$ cat src/rtl/ctrlPkg.sv
// Control unit package with opcode, funct and select codes shared by the pipeline control
`default_nettype none

package ctrlPkg;

  //////////////////////////////
  // Widths
  localparam int unsigned regAddrW = 5;           // Register address bits
  localparam int unsigned instrW   = 32;          // Instruction bits

  //////////////////////////////
  // Base opcodes
  localparam logic [6:0] opLoad   = 7'b0000011;   // lb lh lw lbu lhu
  localparam logic [6:0] opImm    = 7'b0010011;   // I-type ALU
  localparam logic [6:0] opAuipc  = 7'b0010111;
  localparam logic [6:0] opStore  = 7'b0100011;   // sb sh sw
  localparam logic [6:0] opReg    = 7'b0110011;   // R-type ALU and M extension
  localparam logic [6:0] opLui    = 7'b0110111;
  localparam logic [6:0] opBranch = 7'b1100011;
  localparam logic [6:0] opJalr   = 7'b1100111;
  localparam logic [6:0] opJal    = 7'b1101111;
  localparam logic [6:0] opSystem = 7'b1110011;   // CSR and privileged

  // Funct7 patterns
  localparam logic [6:0] f7Base = 7'b0000000;     // Most R-type ops
  localparam logic [6:0] f7Alt  = 7'b0100000;     // sub, sra, srai
  localparam logic [6:0] f7Mul  = 7'b0000001;     // mul/div group

  //////////////////////////////
  // ALU and immediate selects
  localparam logic [2:0] aluSelAdd = 3'b000;      // Address generation

  localparam logic [2:0] immI = 3'd0;
  localparam logic [2:0] immS = 3'd1;
  localparam logic [2:0] immB = 3'd2;
  localparam logic [2:0] immJ = 3'd3;
  localparam logic [2:0] immU = 3'd4;

  // Writeback result source
  localparam logic [2:0] resAlu = 3'd0;
  localparam logic [2:0] resMem = 3'd1;
  localparam logic [2:0] resCsr = 3'd2;
  localparam logic [2:0] resMdu = 3'd3;
  localparam logic [2:0] resPc4 = 3'd4;           // Link address for jumps

  // Forwarding mux selects
  localparam logic [1:0] fwdNone = 2'd0;
  localparam logic [1:0] fwdWb   = 2'd1;
  localparam logic [1:0] fwdMem  = 2'd2;

  // Memory access, bit 1 read and bit 0 write
  localparam logic [1:0] memRead  = 2'b10;
  localparam logic [1:0] memWrite = 2'b01;

endpackage

`default_nettype wire

$ cat src/rtl/instrDecoder.sv
// Decode-stage opcode decoder producing control fields, ALU controls and illegal flag
`default_nettype none
`timescale 1ns/1ps

module instrDecoder import ctrlPkg::*; #(
  parameter bit strictDecode = 1'b1,              // Exact funct checking
  parameter bit csrSupported = 1'b1               // Zicsr present
) (
  input  logic [instrW-1:0] instrD,               // Instruction in Decode
  output logic [2:0]        immSrcD,              // Immediate format
  output logic              regWriteD,
  output logic              aluSrcAD, aluSrcBD,   // PC / imm operand selects
  output logic [1:0]        memRWD,               // {read, write}
  output logic [2:0]        resultSrcD,
  output logic              branchD,
  output logic              jumpD,
  output logic              aluResultSrcD,        // Pass immediate through
  output logic [2:0]        aluSelectD,
  output logic              subArithD,            // Invert B operand
  output logic              csrReadD,
  output logic              csrWriteD,
  output logic              privilegedD,          // ecall, ebreak, mret and friends
  output logic              mduD,                 // Multiply or divide
  output logic              illegalBaseInstrD
);

  localparam int unsigned ctrlW = 19;
  localparam logic [ctrlW-1:0] ctrlIllegal = {{(ctrlW-1){1'b0}}, 1'b1};

  logic [6:0]       opD;
  logic [2:0]       funct3D;
  logic [6:0]       funct7D;
  logic [ctrlW-1:0] ctrlD;                        // Packed control word
  logic             aluOpD;                       // ALU op uses funct3
  logic             iFunctD, rFunctD, mFunctD;    // Legal funct per class
  logic             lFunctD, sFunctD, bFunctD;
  logic             jrFunctD, pFunctD, csrFunctD;
  logic             subD, sraD, sltD, sltuD;

  assign opD     = instrD[6:0];
  assign funct3D = instrD[14:12];
  assign funct7D = instrD[31:25];

  //////////////////////////////
  // Funct legality
  if (strictDecode) begin : gExact
    logic f7ZeroD, f7AltD, iShiftD;
    assign f7ZeroD   = (funct7D == f7Base);
    assign f7AltD    = (funct7D == f7Alt);
    assign iShiftD   = (funct3D == 3'b001 & f7ZeroD) | (funct3D == 3'b101 & (f7ZeroD | f7AltD));
    assign iFunctD   = iShiftD | (funct3D != 3'b001 & funct3D != 3'b101);
    assign rFunctD   = ((funct3D == 3'b000 | funct3D == 3'b101) & f7AltD) | f7ZeroD;
    assign mFunctD   = (funct7D == f7Mul);
    assign lFunctD   = (funct3D[1:0] != 2'b11) & (funct3D[2:1] != 2'b11); // No ld, lwu
    assign sFunctD   = (funct3D[2] == 1'b0) & (funct3D[1:0] != 2'b11);
    assign bFunctD   = (funct3D[2:1] != 2'b01);    // 010 and 011 reserved
    assign jrFunctD  = (funct3D == 3'b000);
    assign pFunctD   = (funct3D == 3'b000) & (instrD[11:7] == '0);
    assign csrFunctD = (funct3D[1:0] != 2'b00);
  end else begin : gCheap
    assign iFunctD   = 1'b1;
    assign rFunctD   = ~funct7D[0];                // Anything but a multiply
    assign mFunctD   = funct7D[0];
    assign lFunctD   = 1'b1;
    assign sFunctD   = 1'b1;
    assign bFunctD   = 1'b1;
    assign jrFunctD  = 1'b1;
    assign pFunctD   = (funct3D == 3'b000);        // Still splits privileged from CSR
    assign csrFunctD = 1'b1;
  end

  //////////////////////////////
  // Main decoder
  // regWrite_immSrc_srcAB_memRW_resultSrc_branch.aluOp.jump.aluRes_csr.priv.mdu_illegal
  always_comb begin
    ctrlD = ctrlIllegal;
    case (opD)
      opLoad:   if (lFunctD)  ctrlD = {1'b1, immI, 2'b01, memRead,  resMem, 4'b0000, 3'b000, 1'b0};
      opImm:    if (iFunctD)  ctrlD = {1'b1, immI, 2'b01, 2'b00,    resAlu, 4'b0100, 3'b000, 1'b0};
      opAuipc:                ctrlD = {1'b1, immU, 2'b11, 2'b00,    resAlu, 4'b0000, 3'b000, 1'b0};
      opStore:  if (sFunctD)  ctrlD = {1'b0, immS, 2'b01, memWrite, resAlu, 4'b0000, 3'b000, 1'b0};
      opReg:    if (rFunctD)  ctrlD = {1'b1, immI, 2'b00, 2'b00,    resAlu, 4'b0100, 3'b000, 1'b0};
                else if (mFunctD)
                              ctrlD = {1'b1, immI, 2'b00, 2'b00,    resMdu, 4'b0000, 3'b001, 1'b0};
      opLui:                  ctrlD = {1'b1, immU, 2'b01, 2'b00,    resAlu, 4'b0001, 3'b000, 1'b0};
      opBranch: if (bFunctD)  ctrlD = {1'b0, immB, 2'b11, 2'b00,    resAlu, 4'b1000, 3'b000, 1'b0};
      opJalr:   if (jrFunctD) ctrlD = {1'b1, immI, 2'b01, 2'b00,    resPc4, 4'b0010, 3'b000, 1'b0};
      opJal:                  ctrlD = {1'b1, immJ, 2'b11, 2'b00,    resPc4, 4'b0010, 3'b000, 1'b0};
      opSystem: if (csrSupported) begin
                  if (pFunctD)                     // Handed to privilege decode
                              ctrlD = {1'b0, immI, 2'b00, 2'b00,    resAlu, 4'b0000, 3'b010, 1'b0};
                  else if (csrFunctD)
                              ctrlD = {1'b1, immI, 2'b00, 2'b00,    resCsr, 4'b0000, 3'b100, 1'b0};
                end
      default:                ctrlD = ctrlIllegal;
    endcase
  end

  assign {regWriteD, immSrcD, aluSrcAD, aluSrcBD, memRWD, resultSrcD, branchD, aluOpD,
          jumpD, aluResultSrcD, csrReadD, privilegedD, mduD, illegalBaseInstrD} = ctrlD;

  // Set/clear with x0 or zero immediate only reads
  assign csrWriteD = csrReadD & ~((instrD[19:15] == '0) & instrD[13]);

  // ALU controls, funct7 bit 5 alone splits add/sub and srl/sra
  assign subD       = (funct3D == 3'b000) & funct7D[5] & opD[5]; // opD[5] excludes addi
  assign sraD       = (funct3D == 3'b101) & funct7D[5];
  assign sltD       = (funct3D == 3'b010);
  assign sltuD      = (funct3D == 3'b011);
  assign subArithD  = aluOpD & (subD | sraD | sltD | sltuD);
  assign aluSelectD = aluOpD ? funct3D : aluSelAdd;  // Add for address generation

endmodule

`default_nettype wire

$ cat src/rtl/hazardUnit.sv
// Forwarding selects for Execute operands and Decode-stage structural stall detection
`default_nettype none
`timescale 1ns/1ps

module hazardUnit import ctrlPkg::*; (
  input  logic [regAddrW-1:0] rs1D, rs2D,
  input  logic [1:0]          memRWD,
  input  logic [regAddrW-1:0] rs1E, rs2E, rdE,
  input  logic [1:0]          memRWE,
  input  logic                csrReadE,
  input  logic                mduActiveE,
  input  logic [regAddrW-1:0] rdM,
  input  logic                regWriteM,
  input  logic [regAddrW-1:0] rdW,
  input  logic                regWriteW,
  output logic [1:0]          forwardAE, forwardBE,
  output logic                loadStallD,
  output logic                storeStallD,
  output logic                structuralStallD
);

  logic matchDE;                                  // Decode source hits Execute dest
  logic csrRdStallD, mduStallD;

  // Newest producer wins, x0 never forwarded
  function automatic logic [1:0] fwdSel(input logic [regAddrW-1:0] rs,
                                        input logic [regAddrW-1:0] rdMem, input logic wrMem,
                                        input logic [regAddrW-1:0] rdWb, input logic wrWb);
    logic [1:0] sel;
    sel = fwdNone;
    if (rs != '0) begin
      if (wrMem & (rs == rdMem))    sel = fwdMem;
      else if (wrWb & (rs == rdWb)) sel = fwdWb;
    end
    return sel;
  endfunction

  assign forwardAE = fwdSel(rs1E, rdM, regWriteM, rdW, regWriteW);
  assign forwardBE = fwdSel(rs2E, rdM, regWriteM, rdW, regWriteW);

  //////////////////////////////
  // Results not ready for bypass out of Execute
  assign matchDE     = ((rs1D == rdE) | (rs2D == rdE)) & (rdE != '0);
  assign loadStallD  = memRWE[1] & matchDE;
  assign storeStallD = memRWD[1] & memRWE[0];          // Load right behind a store
  assign csrRdStallD = csrReadE & matchDE;
  assign mduStallD   = mduActiveE & matchDE;           // Multicycle MDU result
  assign structuralStallD = loadStallD | storeStallD | csrRdStallD | mduStallD;

endmodule

`default_nettype wire

$ cat src/rtl/stageRegs.sv
// Execute, Memory and Writeback control registers with branch resolution in Execute
`default_nettype none
`timescale 1ns/1ps

module stageRegs import ctrlPkg::*; (
  input  logic                clk,
  input  logic                reset,
  input  logic                stallD, flushD,
  input  logic                stallE, flushE,
  input  logic                stallM, flushM,
  input  logic                stallW, flushW,
  input  logic                regWriteD,
  input  logic                aluSrcAD, aluSrcBD,
  input  logic [1:0]          memRWD,
  input  logic [2:0]          resultSrcD,
  input  logic                branchD, jumpD,
  input  logic                aluResultSrcD,
  input  logic [2:0]          aluSelectD,
  input  logic                subArithD,
  input  logic                csrReadD, csrWriteD, privilegedD,
  input  logic                mduD,
  input  logic [instrW-1:0]   instrD,
  input  logic [1:0]          flagsE,               // {eq, lt} from comparator
  output logic                instrValidD, instrValidE, instrValidM,
  output logic                aluSrcAE, aluSrcBE, aluResultSrcE,
  output logic [2:0]          aluSelectE,
  output logic [2:0]          funct3E,
  output logic                subArithE,
  output logic                jumpE, branchE, branchSignedE,
  output logic                pcSrcE,               // Redirect fetch
  output logic [1:0]          memRWE, memRWM,
  output logic                mduActiveE, intDivE, intDivW,
  output logic                regWriteM, regWriteW,
  output logic [2:0]          resultSrcW,
  output logic                csrReadE, csrReadM, csrWriteM, privilegedM,
  output logic [2:0]          funct3M,
  output logic [regAddrW-1:0] rs1E, rs2E,
  output logic [regAddrW-1:0] rdE, rdM, rdW
);

  logic       regWriteE;
  logic [2:0] resultSrcE, resultSrcM;
  logic       csrWriteE, privilegedE;
  logic       mduE, intDivM;
  logic       eqE, ltE;
  logic       branchFlagE;                            // eq or lt per funct3

  // Decode valid, set by any advancing edge
  always_ff @(posedge clk) begin
    if (reset | flushD) instrValidD <= 1'b0;
    else if (~stallD)   instrValidD <= 1'b1;
  end

  //////////////////////////////
  // Execute register
  always_ff @(posedge clk) begin
    if (reset | flushE) begin
      {aluSelectE, regWriteE, resultSrcE, memRWE, jumpE, branchE, aluSrcAE, aluSrcBE,
       aluResultSrcE, csrReadE, csrWriteE, privilegedE, funct3E, subArithE, mduE,
       instrValidE, rs1E, rs2E, rdE} <= '0;
    end else if (~stallE) begin
      {aluSelectE, regWriteE, resultSrcE, memRWE, jumpE, branchE, aluSrcAE, aluSrcBE,
       aluResultSrcE, csrReadE, csrWriteE, privilegedE, funct3E, subArithE, mduE,
       instrValidE, rs1E, rs2E, rdE} <=
      {aluSelectD, regWriteD, resultSrcD, memRWD, jumpD, branchD, aluSrcAD, aluSrcBD,
       aluResultSrcD, csrReadD, csrWriteD, privilegedD, instrD[14:12], subArithD, mduD,
       instrValidD, instrD[19:15], instrD[24:20], instrD[11:7]};
    end
  end

  // Branch resolution, comparator gives only eq and lt
  assign {eqE, ltE}    = flagsE;
  assign branchFlagE   = funct3E[2] ? ltE : eqE;                 // blt/bge vs beq/bne
  assign pcSrcE        = jumpE | (branchE & (branchFlagE ^ funct3E[0])); // Odd funct3 inverts
  assign branchSignedE = branchE & (funct3E[2:1] != 2'b11);      // Not bltu/bgeu

  assign mduActiveE = (resultSrcE == resMdu);
  assign intDivE    = mduE & funct3E[2];                         // div, divu, rem, remu

  //////////////////////////////
  // Memory register
  always_ff @(posedge clk) begin
    if (reset | flushM) begin
      {regWriteM, resultSrcM, memRWM, csrReadM, csrWriteM, privilegedM, funct3M,
       instrValidM, intDivM, rdM} <= '0;
    end else if (~stallM) begin
      {regWriteM, resultSrcM, memRWM, csrReadM, csrWriteM, privilegedM, funct3M,
       instrValidM, intDivM, rdM} <=
      {regWriteE, resultSrcE, memRWE, csrReadE, csrWriteE, privilegedE, funct3E,
       instrValidE, intDivE, rdE};
    end
  end

  // Writeback register
  always_ff @(posedge clk) begin
    if (reset | flushW)
      {regWriteW, resultSrcW, intDivW, rdW} <= '0;
    else if (~stallW)
      {regWriteW, resultSrcW, intDivW, rdW} <= {regWriteM, resultSrcM, intDivM, rdM};
  end

endmodule

`default_nettype wire

$ cat src/rtl/controller.sv
// Pipeline control unit top joining the decoder, stage registers and hazard logic
`default_nettype none
`timescale 1ns/1ps

module controller import ctrlPkg::*; #(
  parameter bit strictDecode = 1'b1,
  parameter bit csrSupported = 1'b1
) (
  input  logic                clk,
  input  logic                reset,
  input  logic [instrW-1:0]   instrD,
  input  logic [1:0]          flagsE,               // {eq, lt}
  input  logic                stallD, flushD, stallE, flushE,
  input  logic                stallM, flushM, stallW, flushW,
  output logic [regAddrW-1:0] rs1D, rs2D,
  output logic [2:0]          immSrcD,
  output logic                illegalBaseInstrD,
  output logic                jumpD, branchD,
  output logic                structuralStallD, loadStallD, storeStallD,
  output logic                instrValidD, instrValidE, instrValidM,
  output logic                aluSrcAE, aluSrcBE, aluResultSrcE,
  output logic [2:0]          aluSelectE, funct3E,
  output logic                subArithE,
  output logic                jumpE, branchE, branchSignedE, pcSrcE,
  output logic [1:0]          memRWE, memRWM,
  output logic                mduActiveE, intDivE, intDivW,
  output logic                regWriteM, regWriteW,
  output logic [2:0]          resultSrcW,
  output logic                csrReadE, csrReadM, csrWriteM, privilegedM,
  output logic [2:0]          funct3M,
  output logic [regAddrW-1:0] rs1E, rs2E, rdE, rdM, rdW,
  output logic [1:0]          forwardAE, forwardBE  // Operand bypass selects
);

  logic       regWriteD, aluSrcAD, aluSrcBD, aluResultSrcD;
  logic [1:0] memRWD;
  logic [2:0] resultSrcD, aluSelectD;
  logic       subArithD, csrReadD, csrWriteD, privilegedD, mduD;

  assign rs1D = instrD[19:15];
  assign rs2D = instrD[24:20];

  instrDecoder #(.strictDecode(strictDecode), .csrSupported(csrSupported)) u_decoder (
    .instrD, .immSrcD, .regWriteD, .aluSrcAD, .aluSrcBD, .memRWD, .resultSrcD,
    .branchD, .jumpD, .aluResultSrcD, .aluSelectD, .subArithD, .csrReadD,
    .csrWriteD, .privilegedD, .mduD, .illegalBaseInstrD);

  stageRegs u_stageRegs (
    .clk, .reset, .stallD, .flushD, .stallE, .flushE, .stallM, .flushM, .stallW, .flushW,
    .regWriteD, .aluSrcAD, .aluSrcBD, .memRWD, .resultSrcD, .branchD, .jumpD,
    .aluResultSrcD, .aluSelectD, .subArithD, .csrReadD, .csrWriteD, .privilegedD, .mduD,
    .instrD, .flagsE,
    .instrValidD, .instrValidE, .instrValidM, .aluSrcAE, .aluSrcBE, .aluResultSrcE,
    .aluSelectE, .funct3E, .subArithE, .jumpE, .branchE, .branchSignedE, .pcSrcE,
    .memRWE, .memRWM, .mduActiveE, .intDivE, .intDivW, .regWriteM, .regWriteW,
    .resultSrcW, .csrReadE, .csrReadM, .csrWriteM, .privilegedM, .funct3M,
    .rs1E, .rs2E, .rdE, .rdM, .rdW);

  hazardUnit u_hazard (
    .rs1D, .rs2D, .memRWD, .rs1E, .rs2E, .rdE, .memRWE, .csrReadE, .mduActiveE,
    .rdM, .regWriteM, .rdW, .regWriteW,
    .forwardAE, .forwardBE, .loadStallD, .storeStallD, .structuralStallD);

endmodule

`default_nettype wire

$ cat config.mk
export PLATFORM = sky130hd
export DESIGN_NAME = controller
export DESIGN_NICKNAME = d
export VERILOG_FILES = /design/src/rtl/ctrlPkg.sv /design/src/rtl/instrDecoder.sv /design/src/rtl/hazardUnit.sv /design/src/rtl/stageRegs.sv /design/src/rtl/controller.sv
export SDC_FILE = /design/constraint.sdc
export NUM_CORES = 1
export LEC_CHECK = 0
export BUFFER_PORTS_ARGS = -buffer_cell sky130_fd_sc_hd__clkbuf_2
export CORE_ASPECT_RATIO = 2
export CORE_MARGIN = 2
export CORE_UTILIZATION = 41
export CTS_CLUSTER_SIZE = 10
export DETAILED_ROUTE_END_ITERATION = 7
export HOLD_SLACK_MARGIN = 0.12
export PLACE_DENSITY = 0.76
export SYNTH_ARGS = -nofsm -noshare
export SYNTH_HDL_FRONTEND = slang
export SYNTH_SLANG_ARGS = --single-unit
$ cat constraint.sdc
create_clock -name clk -period 4.4 [get_ports clk]
set_clock_uncertainty 0.1 [all_clocks]
set_input_delay 0.88 -clock clk [delete_from_list [all_inputs] [get_ports clk]]
set_output_delay 0.88 -clock clk [all_outputs]
set_load 0.05 [all_outputs]
Word-level counts from Yosys, hierarchy flattened
Cells that the tools add are included.
W data, S select, Z words.
{"block": "classes", "muxes": 18, "n_reduce_logical": 8, "n_eq_ne": 29, "bitwise_logic": 45}
{"op": "$pmux W19 S10", "n": 1}
{"op": "$mux W19", "n": 7}
{"op": "$eq A5 B5 Y1", "n": 6}
{"op": "$eq A7 B6 Y1 const B", "n": 4}
{"op": "$eq A7 B7 Y1 const B", "n": 4}
{"op": "$and A1 B1 Y1", "n": 25}
{"op": "$mux W17", "n": 1}
{"op": "$or A1 B1 Y1", "n": 17}
{"op": "$mux W16", "n": 1}
{"op": "$reduce_bool A5 Y1", "n": 3}
{"op": "$eq A7 B5 Y1 const B", "n": 2}
{"op": "$logic_not A5 Y1", "n": 2}
{"op": "$eq A3 B2 Y1 const B", "n": 3}
{"op": "$mux W2", "n": 4}
{"op": "$eq A7 B1 Y1 const B", "n": 1}
{"op": "$eq A7 B2 Y1 const B", "n": 1}
{"op": "$logic_not A7 Y1", "n": 1}
{"op": "$ne A2 B2 Y1 const B", "n": 3}
{"op": "$eq A3 B1 Y1 const B", "n": 1}
{"op": "$eq A3 B3 Y1 const B", "n": 1}
{"op": "$logic_not A3 Y1", "n": 1}
{"op": "$mux W1", "n": 3}
{"op": "$mux W3", "n": 1}
{"op": "$ne A3 B1 Y1 const B", "n": 1}
{"op": "5 further kinds", "n": 6}
{"block": "word_totals", "in_bits": 44, "elab_cells": 134, "output_inout_bits": 84, "ff_bits": 68}

Logic depth before layout (Yosys ltp)
Gate-level depths: netlist of the first run.
{"block": "logic_depth", "word_depth": 11, "ltp_mapped": 6, "depth_no_buf": 5}

Hierarchy
Synthesis of the first run repeated with hierarchy kept, for this count alone.
{"block": "unflattened", "hier_cells": 394, "hier_area_um2": 3554.7}
{"mod": "stageRegs", "seq_area_each_um2": 1361.3, "n_inst": 1, "cells_per_inst": 229, "area_each_um2": 2478.6}
{"mod": "instrDecoder", "seq_area_each_um2": 0.0, "n_inst": 1, "cells_per_inst": 96, "area_each_um2": 576.8}
{"mod": "hazardUnit", "seq_area_each_um2": 0.0, "n_inst": 1, "cells_per_inst": 59, "area_each_um2": 424.2}
{"mod": "controller", "seq_area_each_um2": 0.0, "n_inst": 1, "cells_per_inst": 10, "area_each_um2": 75.1}

Worst setup path after synthesis of the first run
No wires, ideal clock.
{"block": "synth_path", "kind": "input to output", "startpoint": "in instrD[3]", "endpoint": "out illegalBaseInstrD", "path_stages": 6, "n_path_buf": 1, "arrival_ns": 2.727, "t_required_ns": 3.420, "setup_slack_ns": 0.693, "path_cell_list": "clkbuf_2 -> nand2b_1 -> nor2_1 -> nor3_1 -> nor3_1 -> nand4_1"}
{"block": "synth_via", "elab_chain_len": 2, "word_cells_on_any_way": 11, "cone_classes": "eq/ne (10); mux (1)"}
{"item": "start: declaration", "line": "controller.sv:11", "text": "input logic [instrW-1:0] instrD,"}
{"item": "$eq A7 B7 Y1, or another cell as far along", "line": "instrDecoder.sv:77", "text": "case (opD)"}
{"item": "$pmux W19 S10 (*)", "line": "instrDecoder.sv:77"}
{"item": "end: declaration", "line": "controller.sv:17", "text": "output logic illegalBaseInstrD,"}
Mark *: on every way between the ends. The rest lies on a longest branch, timed or not.

Final worst setup path of the first run
Ends and elaborated chain as after synthesis.

==> summary.md, run 1 <==
| Metric | Value |
|---|---|
| Final WL | `just over 9000 µm` |
| Core Area | `around 8000 µm²` |
| Syn_nets | `423` |
| Final Instance Count excl. Fillers | `between 500 and 600` |
| Final Total Pwr | `~0.0014 W` |
| Pwr/cell area | `337.7 nW/µm²` |
| Ys flop type | `dfxtp_1` |
| Fmax | `285.6 MHz` |
| Count of pins over their slew limit | `0` |
| Hold/Removal Path Class | `flip-flop to flip-flop` |
| Num CTS Buffers | `9` |
| Syn Inst Count | `~380` |
| Reg2reg setup slack | `roughly 3.4 ns` |
| Finish-stage setup viols | `0` |
| CTS tree | `yes` |
| Die Ht | `between 100 and 150 µm` |
| First-pass GRT wire length | `around 15000 µm` |
| Commonest non-fill, non-tap cells in the layout | `clkbuf_2 (127), nor2_1 (70), dfxtp_1 (67)` |
| Crit path DAT | `around 2.5 ns` |
| CP Capture Type | `primary output` |
| Die Wd | `a little under 70 µm` |
| Post-DP HPWL | `7338 µm` |
| Clock-pin slew on the worst setup and hold paths | `about 0.05 ns` |
| Mapped cell area | `3368 µm²` |
| Post-cts sizing count | `0` |
| Routed len/inst | `roughly 16 µm` |
| Final net count | `between 500 and 600` |
| # Post-CTS Setup Buffers | `0` |
| Synth area leader | `dfxtp_1` |
| Vias in the first global route | `around 3000` |
| Fillers | `~770` |
| WS Path Type | `input port to primary output` |
| Largest cells by area after synthesis | `dfxtp_1 (40%), mux2i_1 (15%), nor2_1 (7.8%)` |
| Via count | `just over 3000` |
| Yosys top cell area share | `0.3982` |
| # DRC | `0` |
| Starting DRT DRC Count | `approximately 130` |
| Mean post-synth cell area | `around 8.9 µm²` |
| Setup crit end | `illegalBaseInstrD` |
| Synthesis Warnings | `0` |
| Overall Global Routing Usage | `0.2150` |
| Hold_sp | `u_stageRegs.resultSrcE[1]` |
| First-pass detailed-route iteration total | `4` |
| Max stage delay on crit path | `between 0.5 and 0.6 ns` |
| Initial Util | `0.4241` |
| Area grow syn2layout | `25.52%` |
| Maximum vdd ir drop | `roughly 0.00018 V` |
| Max stage delay cell, worst path | `or4_1` |
| Crit Reg-Reg Endpoint | `u_stageRegs.intDivM` |
| Reg2reg path depth | `3` |
| CP Launch Type | `input port` |
| Post-route setup TNS | `0 ns` |
| Boundary Pins | `between 100 and 150` |
| Layout cell share with drive strength beyond 1 | `0.3069` |
| Post-synthesis cell type count | `49` |
| Final hold violation count | `0` |
| Max-cap viol count | `0` |
| Root Driver | `clkbuf_16` |
| Initial antenna violation count | `0` |
| Diode count | `0` |
| Placed cell count | `roughly 570` |
| Crit share post-route | `0.7957` |
| Via density | `roughly 5.3` |
| Clock Path Buffers | `2` |
| Sequential cell area fraction in the yosys report | `0.3982` |
| Largest net degree at the start of global routing | `49` |
| Yosys reg bits | `67` |
| Final Critical Period | `between 3 and 4 ns` |
| Slew HR | `0.2245` |
| RSZ-0062 raised after global routing | `false` |
| CTS Sinks | `67` |
| Most common cell after layout, fill and taps aside | `clkbuf_2` |
| Site Rows | `between 40 and 50` |
| CP Launch Point | `instrD[3]` |
| Async SR Flop Fraction | `0` |
| Die Area | `roughly 9000 µm²` |
| Worst path required time | `about 3.4 ns` |
| Number of enable flip-flop cells after synthesis | `0` |
| Worst R2R Start | `u_stageRegs.funct3E[2]` |
| H-tree levels | `3` |
| IO Port Bufs | `around 130` |
| Crit-path cells | `clkbuf_2 > nand4bb_1 > or4_1 > a21oi_1 > nor3_1 > nand4_1 > clkbuf_2` |
| Pre-CTS WS | `around 0.92 ns` |
| Hold-fix buffers, CTS | `0` |
| Worst-skew pair later-pin latency | `about 0.32 ns` |
| Status | `finished, final reports clean` |
| Worst-Margin Slew | `~1.2 ns` |
| Worst setup margin | `around 0.9 ns` |
| CP most frequent cell | `clkbuf_2` |
| Final Util | `0.5323` |
| Lkg Pwr | `roughly 2.0 nW` |
| GP Congestion | `0.9229` |
| GRT Residual Overflow | `0` |
| Critical Path Fanout Max | `9` |
| Antenna Violating Nets Remaining | `0` |
through the flow:
stage	hold WS, ns	cell area (µm²)
CTS	0.3639	4228
detailed placement	0.3555	3966
global route	0.3830	4228
finish	0.3633	4228
floorplan	0.3443	3368
global placement	0.3537	3966
sequential cells by signal, indices dropped and copies added (netlist names), 2 cells and up:
signal and count:
u_stageRegs.resultSrcE 3, u_stageRegs.resultSrcM 3, u_stageRegs.rs1E 5, u_stageRegs.aluSelectE 3, u_stageRegs.rs2E 5, u_stageRegs.resultSrcW 3
u_stageRegs.funct3M 3, u_stageRegs.memRWE 2, u_stageRegs.rdW 5, u_stageRegs.funct3E 3, u_stageRegs.rdM 5, u_stageRegs.memRWM 2
u_stageRegs.rdE 5
worst min-delay path by stage:
stage	end	depth (start not counted)
6_report	u_stageRegs.resultSrcE[1]	2
5_1_grt	u_stageRegs.subArithE	2
4_1_cts	u_stageRegs.subArithE	2
3_5_place_dp	u_stageRegs.subArithE	2
3_3_place_gp	u_stageRegs.instrValidD	2
2_1_floorplan	u_stageRegs.resultSrcE[1]	2
synth_stat cells, drive strengths merged (2+ instances only):
library cell	count
nor2	70
dfxtp	67
mux2i	50
xnor2	19
nand2	16
buf	15
clkbuf	15
a21oi	13
nor3	13
xor2	12
inv	7
nor4	7
nand3	6
a32o	5
nor2b	5
or4	5
a22oi	4
o21ai	4
or2	4
a211oi	3
a21boi	3
a31oi	3
nand3b	3
o21bai	3
or3	3
a21o	2
and2	2
nand2b	2
nand4	2
nand4bb	2
o21a	2
layout make-up:
type,instances,area (µm²),share of cell area
clock buffer,10,229.0,0.05416
clock inverter,6,32.53,0.007695
inverter,7,26.28,0.006215
multi-input combinational,275,1843,0.4359
sequential,67,1341,0.3173
tap,96,120.1,0.02841
timing repair buffer,127,635.6,0.1503
metal layers:
layer,GRT usage,up-vias,wire length [µm]
met1,0.2355,1465,3428
met2,0.3808,92,5098
li1,-,1536,-
met5,0,-,0
met3,0.03928,22,388
met4,0.09778,0,282
critical path: cells and delay by family:
kind	cells	cell delay (ns)
AOI/OAI and AO/OA	1	0.15
buffers and inverters	2	0.43
and+or+nand+nor	4	1.06
report_power, final:
| part | internal [W] | leakage (nW) | switching [W] |
|---|---|---|---|
| clock network | 0.000375 | 0.132 | 0.000247 |
| registers | 0.000614 | 0.541 | 0.0000109 |
| logic | 0.0000611 | 1.30 | 0.000119 |
| total | 0.00105 | 1.97 | 0.000377 |
cells by family after synthesis:
| logic type | Yosys count | share of synthesized area |
|---|---|---|
| DFF | 67 | 0.3982 |
| buffers and inverters | 37 | 0.05461 |
| muxes | 50 | 0.1486 |
| and+or+nand+nor | 147 | 0.2166 |
| xor gates and xnor gates | 31 | 0.08061 |
| AOI/OAI and AO/OA | 47 | 0.1014 |
(Power assumes the default switching activity.)
==> inputs of run 2 (changes only) <==
==> constraint.sdc (replaced) <==
create_clock -name clk -period 3.4 [get_ports clk]
set_clock_uncertainty 0.1 [all_clocks]
set_input_delay 0.68 -clock clk [delete_from_list [all_inputs] [get_ports clk]]
set_output_delay 0.68 -clock clk [all_outputs]
set_load 0.05 [all_outputs]
==> run 2 against run 1 <==
Effect of this change: non-clock buffer count increased by 1; combinational power increased by 29%; clock power increased by 52%; worst hold slack improved by 0.0036 ns; wire length decreased by 2.5%.
==> summary.md, run 2 (synthesized netlist as in run 1, its figures left out) <==
| Metric | Value |
|---|---|
| Fillers | `around 750` |
| RSZ-0062 raised after global routing | `false` |
| Layout cell share with drive strength beyond 1 | `0.3089` |
| Count of pins over their slew limit | `0` |
| Placed cell count | `between 500 and 600` |
| Final Critical Period | `roughly 3.1 ns` |
| First-pass GRT wire length | `approximately 14000 µm` |
| Routed len/inst | `between 15 and 20 µm` |
| Boundary Pins | `~130` |
| Initial antenna violation count | `0` |
| Antenna Violating Nets Remaining | `0` |
| Post-DP HPWL | `7043 µm` |
| Finish-stage setup viols | `0` |
| CP Launch Type | `input port` |
| Hold_sp | `u_stageRegs.subArithE` |
| Lkg Pwr | `between 2 and 2.5 nW` |
| Wl on met1 | `between 3000 and 4000 µm` |
| Hold Path Stages | `2` |
| Uppermost layer routed | `met4` |
| DP Area | `between 3000 and 4000 µm²` |
| Max-cap viol count | `0` |
| Commonest non-fill, non-tap cells in the layout | `clkbuf_2 (127), nor2_1 (70), dfxtp_1 (67)` |
| Final Util | `0.5406` |
| Worst-Margin Slew | `approximately 0.66 ns` |
| First-pass detailed-route iteration total | `4` |
| Crit share post-route | `0.9019` |
| Worst path required time | `2.62 ns` |
| Pwr/cell area | `around 460 nW/µm²` |
| # Post-CTS Setup Buffers | `0` |
| Met3 WL post-DR | `402 µm` |
| GP Congestion | `0.9117` |
| CTS Sinks | `67` |
| Critical Path Fanout Max | `8` |
| Num CTS Buffers | `9` |
| Starting DRT DRC Count | `83` |
| Most common cell after layout, fill and taps aside | `clkbuf_2` |
| Worst-skew pair later-pin latency | `approximately 0.32 ns` |
| Reg2reg path depth | `3` |
| Final hold violation count | `0` |
| Die Area | `9000 µm²` |
| Final Instance Count excl. Fillers | `~600` |
| Slew HR | `0.5573` |
| CTS tree | `yes` |
| Initial Util | `0.4241` |
| Area grow syn2layout | `27.49%` |
| Crit path DAT | `approximately 2.3 ns` |
| Die Wd | `~68 µm` |
| Final net count | `about 530` |
| Die Ht | `approximately 130 µm` |
| Core Area | `7943 µm²` |
| CP Capture Type | `primary output` |
| IO Port Bufs | `~130` |
| Diode count | `0` |
| Area of the multi-input gates | `1849 µm²` |
| Clock-pin slew on the worst setup and hold paths | `around 0.05 ns` |
| Via count | `~3100` |
| Post-cts sizing count | `0` |
| Overall Global Routing Usage | `0.2066` |
| Status | `finished, final reports clean` |
| Fmax | `roughly 330 MHz` |
| WS Path Type | `input port to primary output` |
| Reg2reg setup slack | `approximately 2.4 ns` |
| Root Driver | `clkbuf_16` |
| Post-route setup TNS | `0 ns` |
| GRT Residual Overflow | `0` |
| H-tree levels | `3` |
| Hold Path End | `u_stageRegs.subArithE` |
| Site Rows | `46` |
| Via density | `5.303` |
| Crit Reg-Reg Endpoint | `u_stageRegs.intDivM` |
| Finished Cell Area | `~4300 µm²` |
| Hold-fix buffers, CTS | `0` |
| # DRC | `0` |
| Maximum vdd ir drop | `around 0.00026 V` |
| Worst R2R Start | `u_stageRegs.funct3E[2]` |
| Clock Path Buffers | `2` |
| Met2 Wirelength | `about 4800 µm` |
| Final WL | `approximately 9000 µm` |
| Hold/Removal Path Class | `flip-flop to flip-flop` |
| Largest net degree at the start of global routing | `35` |
| Seq. cell area | `between 1000 and 1500 µm²` |
| Vias in the first global route | `2991` |
[run 2: cell type report]
cell class	instances	share of cell area
timing repair buffer	128	0.1498
tap	96	0.02797
clock buffer	14	0.06614
sequential	67	0.3124
inverter	7	0.006119
clock inverter	1	0.006993
multi-input combinational	275	0.4307
[run 2: worst max path at each step]
stage,from,to,cells after the start
after floorplan,instrD[3],illegalBaseInstrD,6
after global placement,instrD[2],illegalBaseInstrD,7
after detailed placement,instrD[2],illegalBaseInstrD,7
after CTS,instrD[2],illegalBaseInstrD,7
after global routing,instrD[2],illegalBaseInstrD,7
final,instrD[2],illegalBaseInstrD,7
[run 2: layer usage]
layer | up-vias | global-route usage
met5 | - | 0
met3 | 18 | 0.03928
met4 | 0 | 0.1156
li1 | 1530 | -
met1 | 1459 | 0.2274
met2 | 111 | 0.3533
[run 2: stage by stage]
stage | hold WS, ns | power, W | worst slack, ns
after floorplan | 0.3443 | 0.0009958 | 0.09338
after detailed placement | 0.3571 | 0.001059 | 0.3437
final | 0.3669 | 0.001989 | 0.3334
after global routing | 0.3926 | 0.002059 | 0.2008
after global placement | 0.3552 | 0.001054 | 0.3730
after CTS | 0.3661 | 0.002005 | 0.3462
[run 2: report_power, final]
group / internal [W] / switching (W)
combinational: 0.0000790 / 0.000154
clock: 0.000643 / 0.000303
sequential: 0.000795 / 0.0000144
[run 2: critical path, cell delays in order]
cell,delay (ns)
clkbuf_2,0.13
nand4bb_1,0.33
or4_1,0.56
a21oi_1,0.14
nor3_1,0.07
nand4_1,0.10
clkbuf_2,0.28
